<file path="src/logic/isa_pkg.sv">
`default_nettype none
//~~~~~~~~~~~~~~~~~~~~~~~~~~~~~~~~~~~~~~~~~~~~~~~~~~~~~~~~~~~~~~~~~~~~~~~~~~
// RV32I encoding definitions used by the decode stage
// Major opcodes, execute operation codes and instruction field widths
//~~~~~~~~~~~~~~~~~~~~~~~~~~~~~~~~~~~~~~~~~~~~~~~~~~~~~~~~~~~~~~~~~~~~~~~~~~

package isa_pkg;

	// Data path and register index widths
	localparam int xlen       = 32;
	localparam int reg_addr_w = 5;
	localparam int num_regs   = 32;

	// Instruction field widths
	localparam int opcode_w = 7;
	localparam int func3_w  = 3;
	localparam int alu_op_w = 3;

	// Major opcodes, taken from bits [6:0] of the word
	typedef enum logic [opcode_w-1:0] {
		op_reg    = 7'b0110011,
		op_imm    = 7'b0010011,
		op_lui    = 7'b0110111,
		op_auipc  = 7'b0010111,
		op_load   = 7'b0000011,
		op_store  = 7'b0100011,
		op_branch = 7'b1100011,
		op_jal    = 7'b1101111,
		op_jalr   = 7'b1100111
	} opcode_e;

	// What the execute stage does with the operands
	typedef enum logic [alu_op_w-1:0] {
		// Address add for loads and stores
		alu_mem_addr = 3'b000,
		alu_branch   = 3'b001,
		alu_reg      = 3'b010,
		alu_imm      = 3'b011,
		alu_lui      = 3'b100,
		alu_auipc    = 3'b101,
		// Link address and target for jumps
		alu_jal      = 3'b110,
		alu_jalr     = 3'b111
	} alu_op_e;

endpackage

`default_nettype wire
</file>
<file path="src/logic/pipe_pkg.sv">
`default_nettype none
//~~~~~~~~~~~~~~~~~~~~~~~~~~~~~~~~~~~~~~~~~~~~~~~~~~~~~~~~~~~~~~~~~~~~~~~~~~
// Bundles carried between the fetch, decode, execute and later stages
//~~~~~~~~~~~~~~~~~~~~~~~~~~~~~~~~~~~~~~~~~~~~~~~~~~~~~~~~~~~~~~~~~~~~~~~~~~

package pipe_pkg;

	import isa_pkg::*;

	// Fetched word as held in the IF/ID register
	typedef struct packed {
		logic            valid;
		logic [xlen-1:0] pc;
		logic [xlen-1:0] instruction;
	} id_state_t;

	// Decoded bundle handed to execute
	typedef struct packed {
		logic                  valid;
		logic [xlen-1:0]       pc;
		logic [reg_addr_w-1:0] rs1;
		logic [reg_addr_w-1:0] rs2;
		logic [reg_addr_w-1:0] rd;
		logic [xlen-1:0]       rs1_data;
		logic [xlen-1:0]       rs2_data;
		logic [xlen-1:0]       immediate;
		logic [func3_w-1:0]    func3;
		// Bit 30, selects sub and sra
		logic                  func7_bit;
		alu_op_e               alu_op;
		logic                  reg_write;
		logic                  mem_read;
		logic                  mem_write;
		logic                  mem_to_reg;
		logic                  jump;
		logic                  illegal;
	} ex_state_t;

	// Destination of a later stage, for hazard checks
	typedef struct packed {
		logic [reg_addr_w-1:0] rd;
		logic                  reg_write;
	} stage_dst_t;

	// Register file write from writeback
	typedef struct packed {
		logic                  we;
		logic [reg_addr_w-1:0] rd;
		logic [xlen-1:0]       data;
	} wb_port_t;

endpackage

`default_nettype wire

</file>
<file path="src/logic/decode_stage.sv">
`timescale 1ns/100ps
`default_nettype none
//~~~~~~~~~~~~~~~~~~~~~~~~~~~~~~~~~~~~~~~~~~~~~~~~~~~~~~~~~~~~~~~~~~~~~~~~~~
// Decode stage of the five-stage RV32I pipeline
// IF/ID register, register file, decoder and ID/EX register
//~~~~~~~~~~~~~~~~~~~~~~~~~~~~~~~~~~~~~~~~~~~~~~~~~~~~~~~~~~~~~~~~~~~~~~~~~~

module decode_stage (
	input  logic                 clk,
	input  logic                 rst_n,
	input  pipe_pkg::id_state_t  fetch,
	input  logic                 kill,
	input  pipe_pkg::stage_dst_t mem_dst,
	input  pipe_pkg::wb_port_t   wb,
	output pipe_pkg::ex_state_t  ex_state,
	output logic                 stall
);

	import isa_pkg::*;
	import pipe_pkg::*;

	id_state_t       id_q;
	ex_state_t       dec;
	logic [xlen-1:0] rs1_data;
	logic [xlen-1:0] rs2_data;

	id_latch u_id_latch (
		.clk   (clk),
		.rst_n (rst_n),
		.fetch (fetch),
		.stall (stall),
		.kill  (kill),
		.id_q  (id_q)
	);

	// Source indices come straight from the held word
	reg_file u_reg_file (
		.clk      (clk),
		.rst_n    (rst_n),
		.rs1      (id_q.instruction[19:15]),
		.rs2      (id_q.instruction[24:20]),
		.wb       (wb),
		.rs1_data (rs1_data),
		.rs2_data (rs2_data)
	);

	instr_decoder u_instr_decoder (
		.id_q     (id_q),
		.rs1_data (rs1_data),
		.rs2_data (rs2_data),
		.ex_dst   (ex_state),
		.mem_dst  (mem_dst),
		.dec      (dec),
		.stall    (stall)
	);

	ex_latch u_ex_latch (
		.clk      (clk),
		.rst_n    (rst_n),
		.dec      (dec),
		.stall    (stall),
		.kill     (kill),
		.ex_state (ex_state)
	);

endmodule

`default_nettype wire

</file>
<file path="src/logic/ex_latch.sv">
`timescale 1ns/100ps
`default_nettype none
//~~~~~~~~~~~~~~~~~~~~~~~~~~~~~~~~~~~~~~~~~~~~~~~~~~~~~~~~~~~~~~~~~~~~~~~~~~
// ID/EX pipeline register
// Loads the decoded bundle, or a bubble on stall, kill or an empty slot
//~~~~~~~~~~~~~~~~~~~~~~~~~~~~~~~~~~~~~~~~~~~~~~~~~~~~~~~~~~~~~~~~~~~~~~~~~~

module ex_latch (
	input  logic                clk,
	input  logic                rst_n,
	input  pipe_pkg::ex_state_t dec,
	input  logic                stall,
	input  logic                kill,
	output pipe_pkg::ex_state_t ex_state
);

	import pipe_pkg::*;

	logic      bubble;
	logic      valid_q;
	logic      reg_write_q;
	logic      mem_read_q;
	logic      mem_write_q;
	logic      mem_to_reg_q;
	logic      jump_q;
	logic      illegal_q;
	ex_state_t payload_q;

	assign bubble = stall || kill || !dec.valid;

	always_ff @(posedge clk or negedge rst_n) begin
		if (!rst_n) begin
			valid_q      <= 1'b0;
			reg_write_q  <= 1'b0;
			mem_read_q   <= 1'b0;
			mem_write_q  <= 1'b0;
			mem_to_reg_q <= 1'b0;
			jump_q       <= 1'b0;
			illegal_q    <= 1'b0;
		end else begin
			// A bubble clears every control bit
			valid_q      <= !bubble;
			reg_write_q  <= dec.reg_write && !bubble;
			mem_read_q   <= dec.mem_read && !bubble;
			mem_write_q  <= dec.mem_write && !bubble;
			mem_to_reg_q <= dec.mem_to_reg && !bubble;
			jump_q       <= dec.jump && !bubble;
			illegal_q    <= dec.illegal && !bubble;
		end
	end

	// Operands, indices and immediate only move with a real instruction
	always_ff @(posedge clk) begin
		if (!bubble) begin
			payload_q <= dec;
		end
	end

	always_comb begin
		ex_state            = payload_q;
		ex_state.valid      = valid_q;
		ex_state.reg_write  = reg_write_q;
		ex_state.mem_read   = mem_read_q;
		ex_state.mem_write  = mem_write_q;
		ex_state.mem_to_reg = mem_to_reg_q;
		ex_state.jump       = jump_q;
		ex_state.illegal    = illegal_q;
	end

endmodule

`default_nettype wire

</file>
<file path="src/logic/instr_decoder.sv">
`timescale 1ns/100ps
`default_nettype none
//~~~~~~~~~~~~~~~~~~~~~~~~~~~~~~~~~~~~~~~~~~~~~~~~~~~~~~~~~~~~~~~~~~~~~~~~~~
// RV32I instruction decoder
// Builds controls and immediates, and stalls on source hazards
//~~~~~~~~~~~~~~~~~~~~~~~~~~~~~~~~~~~~~~~~~~~~~~~~~~~~~~~~~~~~~~~~~~~~~~~~~~

module instr_decoder (
	input  pipe_pkg::id_state_t      id_q,
	input  logic [isa_pkg::xlen-1:0] rs1_data,
	input  logic [isa_pkg::xlen-1:0] rs2_data,
	input  pipe_pkg::ex_state_t      ex_dst,
	input  pipe_pkg::stage_dst_t     mem_dst,
	output pipe_pkg::ex_state_t      dec,
	output logic                     stall
);

	import isa_pkg::*;
	import pipe_pkg::*;

	logic [xlen-1:0]       instr;
	opcode_e               opcode;
	logic [reg_addr_w-1:0] rs1;
	logic [reg_addr_w-1:0] rs2;
	logic [reg_addr_w-1:0] rd;
	logic [xlen-1:0]       imm_i;
	logic [xlen-1:0]       imm_s;
	logic [xlen-1:0]       imm_b;
	logic [xlen-1:0]       imm_u;
	logic [xlen-1:0]       imm_j;
	logic                  uses_rs1;
	logic                  uses_rs2;
	logic                  rs1_hazard;
	logic                  rs2_hazard;

	// A later stage will write the register this source reads
	function automatic logic dst_hit(
		input logic [reg_addr_w-1:0] src,
		input logic [reg_addr_w-1:0] dst,
		input logic                  dst_we
	);
		return dst_we && (dst != '0) && (src == dst);
	endfunction

	assign instr  = id_q.instruction;
	assign opcode = opcode_e'(instr[opcode_w-1:0]);
	assign rd     = instr[11:7];
	assign rs1    = instr[19:15];
	assign rs2    = instr[24:20];

	// Immediates per format, all sign extended from bit 31
	assign imm_i = {{(xlen-12){instr[31]}}, instr[31:20]};
	assign imm_s = {{(xlen-12){instr[31]}}, instr[31:25], instr[11:7]};
	assign imm_b = {{(xlen-13){instr[31]}}, instr[31], instr[7], instr[30:25],
		instr[11:8], 1'b0};
	assign imm_u = {instr[31:12], 12'b0};
	assign imm_j = {{(xlen-21){instr[31]}}, instr[31], instr[19:12], instr[20],
		instr[30:21], 1'b0};

	always_comb begin
		dec           = '0;
		dec.valid     = id_q.valid;
		dec.pc        = id_q.pc;
		dec.rs1       = rs1;
		dec.rs2       = rs2;
		dec.rd        = rd;
		dec.rs1_data  = rs1_data;
		dec.rs2_data  = rs2_data;
		dec.func3     = instr[14:12];
		dec.func7_bit = instr[30];
		dec.alu_op    = alu_imm;
		uses_rs1      = 1'b0;
		uses_rs2      = 1'b0;

		case (opcode)
			op_reg: begin
				dec.alu_op    = alu_reg;
				dec.reg_write = 1'b1;
				uses_rs1      = 1'b1;
				uses_rs2      = 1'b1;
			end
			op_imm: begin
				dec.alu_op    = alu_imm;
				dec.immediate = imm_i;
				dec.reg_write = 1'b1;
				uses_rs1      = 1'b1;
			end
			op_lui: begin
				dec.alu_op    = alu_lui;
				dec.immediate = imm_u;
				dec.reg_write = 1'b1;
			end
			op_auipc: begin
				dec.alu_op    = alu_auipc;
				dec.immediate = imm_u;
				dec.reg_write = 1'b1;
			end
			op_load: begin
				dec.alu_op     = alu_mem_addr;
				dec.immediate  = imm_i;
				dec.reg_write  = 1'b1;
				dec.mem_read   = 1'b1;
				dec.mem_to_reg = 1'b1;
				uses_rs1       = 1'b1;
			end
			op_store: begin
				dec.alu_op    = alu_mem_addr;
				dec.immediate = imm_s;
				dec.mem_write = 1'b1;
				uses_rs1      = 1'b1;
				uses_rs2      = 1'b1;
			end
			op_branch: begin
				dec.alu_op    = alu_branch;
				dec.immediate = imm_b;
				uses_rs1      = 1'b1;
				uses_rs2      = 1'b1;
			end
			op_jal: begin
				dec.alu_op    = alu_jal;
				dec.immediate = imm_j;
				dec.reg_write = 1'b1;
				dec.jump      = 1'b1;
			end
			op_jalr: begin
				dec.alu_op    = alu_jalr;
				dec.immediate = imm_i;
				dec.reg_write = 1'b1;
				dec.jump      = 1'b1;
				uses_rs1      = 1'b1;
			end
			default: begin
				// No write controls, execute sees a dead slot
				dec.illegal = 1'b1;
			end
		endcase

		// No destination unless the register is written
		if (!dec.reg_write) begin
			dec.rd = '0;
		end
	end

	// Execute and memory stages are both checked, no forwarding
	assign rs1_hazard = dst_hit(rs1, ex_dst.rd, ex_dst.reg_write) ||
		dst_hit(rs1, mem_dst.rd, mem_dst.reg_write);
	assign rs2_hazard = dst_hit(rs2, ex_dst.rd, ex_dst.reg_write) ||
		dst_hit(rs2, mem_dst.rd, mem_dst.reg_write);

	assign stall = id_q.valid && ((uses_rs1 && rs1_hazard) || (uses_rs2 && rs2_hazard));

endmodule

`default_nettype wire

</file>
<file path="src/logic/reg_file.sv">
`timescale 1ns/100ps
`default_nettype none
//~~~~~~~~~~~~~~~~~~~~~~~~~~~~~~~~~~~~~~~~~~~~~~~~~~~~~~~~~~~~~~~~~~~~~~~~~~
// Integer register file, two read ports and one write port
// Same-cycle writes pass through to the read ports
//~~~~~~~~~~~~~~~~~~~~~~~~~~~~~~~~~~~~~~~~~~~~~~~~~~~~~~~~~~~~~~~~~~~~~~~~~~

module reg_file (
	input  logic                          clk,
	input  logic                          rst_n,
	input  logic [isa_pkg::reg_addr_w-1:0] rs1,
	input  logic [isa_pkg::reg_addr_w-1:0] rs2,
	input  pipe_pkg::wb_port_t            wb,
	output logic [isa_pkg::xlen-1:0]       rs1_data,
	output logic [isa_pkg::xlen-1:0]       rs2_data
);

	import isa_pkg::*;

	// x0 has no storage
	logic [xlen-1:0] regs [1:num_regs-1];

	always_ff @(posedge clk or negedge rst_n) begin
		if (!rst_n) begin
			for (int i = 1; i < num_regs; i++) begin
				regs[i] <= '0;
			end
		end else if (wb.we && wb.rd != '0) begin
			regs[wb.rd] <= wb.data;
		end
	end

	function automatic logic [xlen-1:0] read_port(input logic [reg_addr_w-1:0] addr);
		logic [xlen-1:0] value;
		if (addr == '0) begin
			value = '0;
		end else if (wb.we && wb.rd == addr) begin
			// Write-through from writeback
			value = wb.data;
		end else begin
			value = regs[addr];
		end
		return value;
	endfunction

	always_comb begin
		rs1_data = read_port(rs1);
		rs2_data = read_port(rs2);
	end

endmodule

`default_nettype wire

</file>
<file path="src/logic/id_latch.sv">
`timescale 1ns/100ps
`default_nettype none
//~~~~~~~~~~~~~~~~~~~~~~~~~~~~~~~~~~~~~~~~~~~~~~~~~~~~~~~~~~~~~~~~~~~~~~~~~~
// IF/ID pipeline register
// Holds the waiting instruction on stall and drops it on kill
//~~~~~~~~~~~~~~~~~~~~~~~~~~~~~~~~~~~~~~~~~~~~~~~~~~~~~~~~~~~~~~~~~~~~~~~~~~

module id_latch (
	input  logic                clk,
	input  logic                rst_n,
	input  pipe_pkg::id_state_t fetch,
	input  logic                stall,
	input  logic                kill,
	output pipe_pkg::id_state_t id_q
);

	import isa_pkg::*;

	logic            valid_q;
	logic [xlen-1:0] pc_q;
	logic [xlen-1:0] instr_q;

	// Slot empties when fetch has nothing and decode is free
	always_ff @(posedge clk or negedge rst_n) begin
		if (!rst_n) begin
			valid_q <= 1'b0;
		end else if (kill) begin
			valid_q <= 1'b0;
		end else if (!stall) begin
			valid_q <= fetch.valid;
		end
	end

	always_ff @(posedge clk) begin
		if (fetch.valid && !stall) begin
			pc_q    <= fetch.pc;
			instr_q <= fetch.instruction;
		end
	end

	assign id_q = '{valid: valid_q, pc: pc_q, instruction: instr_q};

endmodule

`default_nettype wire

</file>
<file path="config.mk">
export PLATFORM = sky130hd
export DESIGN_NAME = decode_stage
export DESIGN_NICKNAME = d
export VERILOG_FILES = /design/src/logic/isa_pkg.sv /design/src/logic/pipe_pkg.sv /design/src/logic/decode_stage.sv /design/src/logic/ex_latch.sv /design/src/logic/instr_decoder.sv /design/src/logic/reg_file.sv /design/src/logic/id_latch.sv
export SDC_FILE = /design/constraint.sdc
export NUM_CORES = 2
export LEC_CHECK = 0
export BUFFER_PORTS_ARGS = -buffer_cell sky130_fd_sc_hd__buf_2
export CAP_MARGIN = 20
export CORE_ASPECT_RATIO = 1.25
export CORE_UTILIZATION = 40
export DETAILED_ROUTE_END_ITERATION = 6
export HOLD_SLACK_MARGIN = 0.02
export MAX_ROUTING_LAYER = met4
export SYNTH_ARGS = -nofsm -noshare
export SYNTH_HDL_FRONTEND = slang
export SYNTH_SLANG_ARGS = --single-unit
</file>
<file path="constraint.sdc">
create_clock -name clk -period 14.94 [get_ports clk]
set_clock_uncertainty 0.15 [all_clocks]
set_input_delay 0.747 -clock clk [delete_from_list [all_inputs] [get_ports clk]]
set_output_delay 0.747 -clock clk [all_outputs]
set_load 0.01 [all_outputs]
</file>
==> reports/metrics.cfg <==
[outcome]
status=complete, no violations

[clocking]
h-tree-depth=3
cts_num_sinks=1213
path_clk_slew_ps=60
cts_tree=done
clock_latency_ps=780
root_buffer=clkbuf_16
numCtsBuffers=121
cts_setup_buffers=0
clock_path_buffers=3

[worst_setup_path]
worstSetupStartpoint=u_id_latch.instr_q[20]
cp-end-kind=output pin
crit_path_max_fanout=90
start_kind=flip-flop
cpLargestDelayFamily=buffers and inverters
path_class=flip-flop to output pin
cp.arrival_ps=4250
path_buf_inv=3
reg2reg_depth=8
required_ps=14040
crit_path_end=stall
crit_chain=buf_12, buf_4, xnor2_1, nand3_1, nor4_1, o2111a_1, o21a_1, buf_2
r2r-end=u_id_latch.pc_q[6]
crit_cells=8
reg2reg_setup_slack_ps=9860
r2r-start=u_id_latch.instr_q[20]
crit_slowest_cell=buf_4
cp_slowest_stage_delay_ps=780

[pwr]
combinationalPowerShare=0.193
pwr-share-clk=0.349
seqPwrFrac=0.458
power.density_nw_per_um2=136
leakagePower_uw=0.0295
switching_share=0.273
peakVddDrop_mv=0.0947
p_int_uw=6890
power_switching_uw=2590

[global_route]
grt_overflow=0
grt_pass1_vias=40810
antenna_found_initial=20
grt.total_usage=0.272
grt_pass1_wl_mm=299
grt_max_degree=171

[sta]
tightest_slew_ps=1180
finalMaxSlewViolations=0
setup_viol=0
worst_slack_ps=9790
period_minus_slack_ps=5150
finalHoldViolCount=0
tns_ps=0
relSlewSlack=0.211
max_freq_ghz=0.194
rsz0062_at_grt=false
period_share=0.345

[final_layout]
fin_nets=4383
drive_above_1_share=0.476
layout_common_cells=mux2_2 (1,057), dfrtp_1 (999), mux4_2 (370)
multi_input_area_um2=28300
n_fill_cell=13467
layout_commonest_cell=mux2_2
final-seq-area_um2=31400
area_growth_pct=13.1

[routing]
drtPass1Iterations=6
ant_nets=0
routedWlPerCell_um=32.0
drt_iter0_markers=3908
vias_per_cell=6.26
routed_wl_mm=205
via_count=40108
drc=0

[synthesis]
synth_edf_count=214
synthesis.nets=4243
synth_top_area_cell=dfrtp_1
synth_seq_cells=1213
synthDistinctLibCells=63
synth_cells=4131
synthesis.area_um2=61600
yosys-top-cells-area=dfrtp_1 (41%), mux2_2 (19%), mux4_2 (14%)
yosys_warnings=0
seq_area_frac_synth=0.510
async_flop_share=0.824
synth_flop_cell=dfrtp_1
yosysTopAreaCellShare=0.406
avgSynthCellArea_um2=14.9

[run]
drv_cap=0

[floorplanning]
pin_count=270
die_h_um=441
start_util=0.404
die_w_um=353
die-area_um2=156000
rows=160
core_um2=153000

[placement]
gp_congestion=0.862
hpwl_mm=121
dp_slack_ps=9760
portBuffers=269

[hold_path]
hold_path_class=input port to flip-flop

## flip-flops by register name, summed over array words and instances, names as in the netlist, 32 cells and up
register             flops
u_reg_file.regs        992
u_ex_latch.ex_state    150
u_id_latch.instr_q      32
u_id_latch.pc_q         32
## repair_timing
action                    4_1_cts  5_1_grt
hold endpoints to repair      146        0
gates resized for setup         0        0
hold buffers                   64        0
## cell usage after synthesis (all sizes together), types with 50 or more instances
cell	n
edfxtp	214
a221oi	84
mux4	370
a22oi	53
clkbuf	166
dfrtp	999
mux2i	194
buf	264
nand2	106
nor2	53
o21ai	50
mux2	1081
## per-layer routing
metal / vias to the layer above / routed length [um] / global-route usage / part of all wire
li1: 16293 / - / - / -
met1: 21674 / 83200 / 0.348 / 0.41
met2: 1755 / 98200 / 0.428 / 0.48
met3: 386 / 15400 / 0.0506 / 0.075
met4: 0 / 8160 / 0.105 / 0.040
met5: - / 0 / - / 0
## area by class of cell
| type | count | share of cell area |
|---|---|---|
| Sequential cell | 1213 | 0.451 |
| Multi-Input combinational cell | 2482 | 0.407 |
| Clock buffer | 149 | 0.0481 |
| Timing Repair Buffer | 447 | 0.0433 |
| Tap cell | 2025 | 0.0364 |
| Clock inverter | 75 | 0.0133 |
| Antenna cell | 15 | 0.000539 |
| Inverter | 6 | 0.000324 |
## logic make-up (layout without fill, tap and decap cells)
logic type	count (synthesis)	in the layout	share of synthesized area
AO/OA/AOI/OAI	485	485	0.0605
XOR/XNOR	30	30	0.00427
other	0	15	0
multiplexers	1645	1645	0.365
flip-flops	1213	1213	0.510
AND/OR/NAND/NOR	322	322	0.0262
buffers and inverters	436	677	0.0342
## power by group through the flow
stage          registers (uW)  logic [uW]  clock network, uW
2_1_floorplan            4250        1400                  0
3_3_place_gp             4360        1790                  0
3_5_place_dp             4390        1820                  0
4_1_cts                  4330        1840               3360
5_1_grt                  4410        1960               3480
6_report                 4340        1840               3310
## how the worst min path moves through the flow
stage / cells after the start / start / endpoint
floorplan: 0 / u_id_latch.pc_q[0] / u_ex_latch.ex_state[124]
global placement: 0 / u_id_latch.pc_q[17] / u_ex_latch.ex_state[141]
detailed placement: 0 / u_id_latch.pc_q[10] / u_ex_latch.ex_state[134]
CTS: 1 / fetch[32] / u_id_latch.pc_q[0]
global route: 1 / fetch[32] / u_id_latch.pc_q[0]
finish: 1 / fetch[32] / u_id_latch.pc_q[0]
## stage by stage
stage	area [um2]	util	hold WS (ps)	std cells	total power (uW)
finish	69600	0.456	90.7	6412	9490
detailed placement	64600	0.424	255	6108	6210
global route	69600	0.456	71.7	6407	9850
global placement	64600	0.423	251	6106	6150
CTS	69500	0.456	51.1	6396	9530
floorplan	61600	-	250	4131	5640
Note: power is estimated with default switching activity, not from simulation.
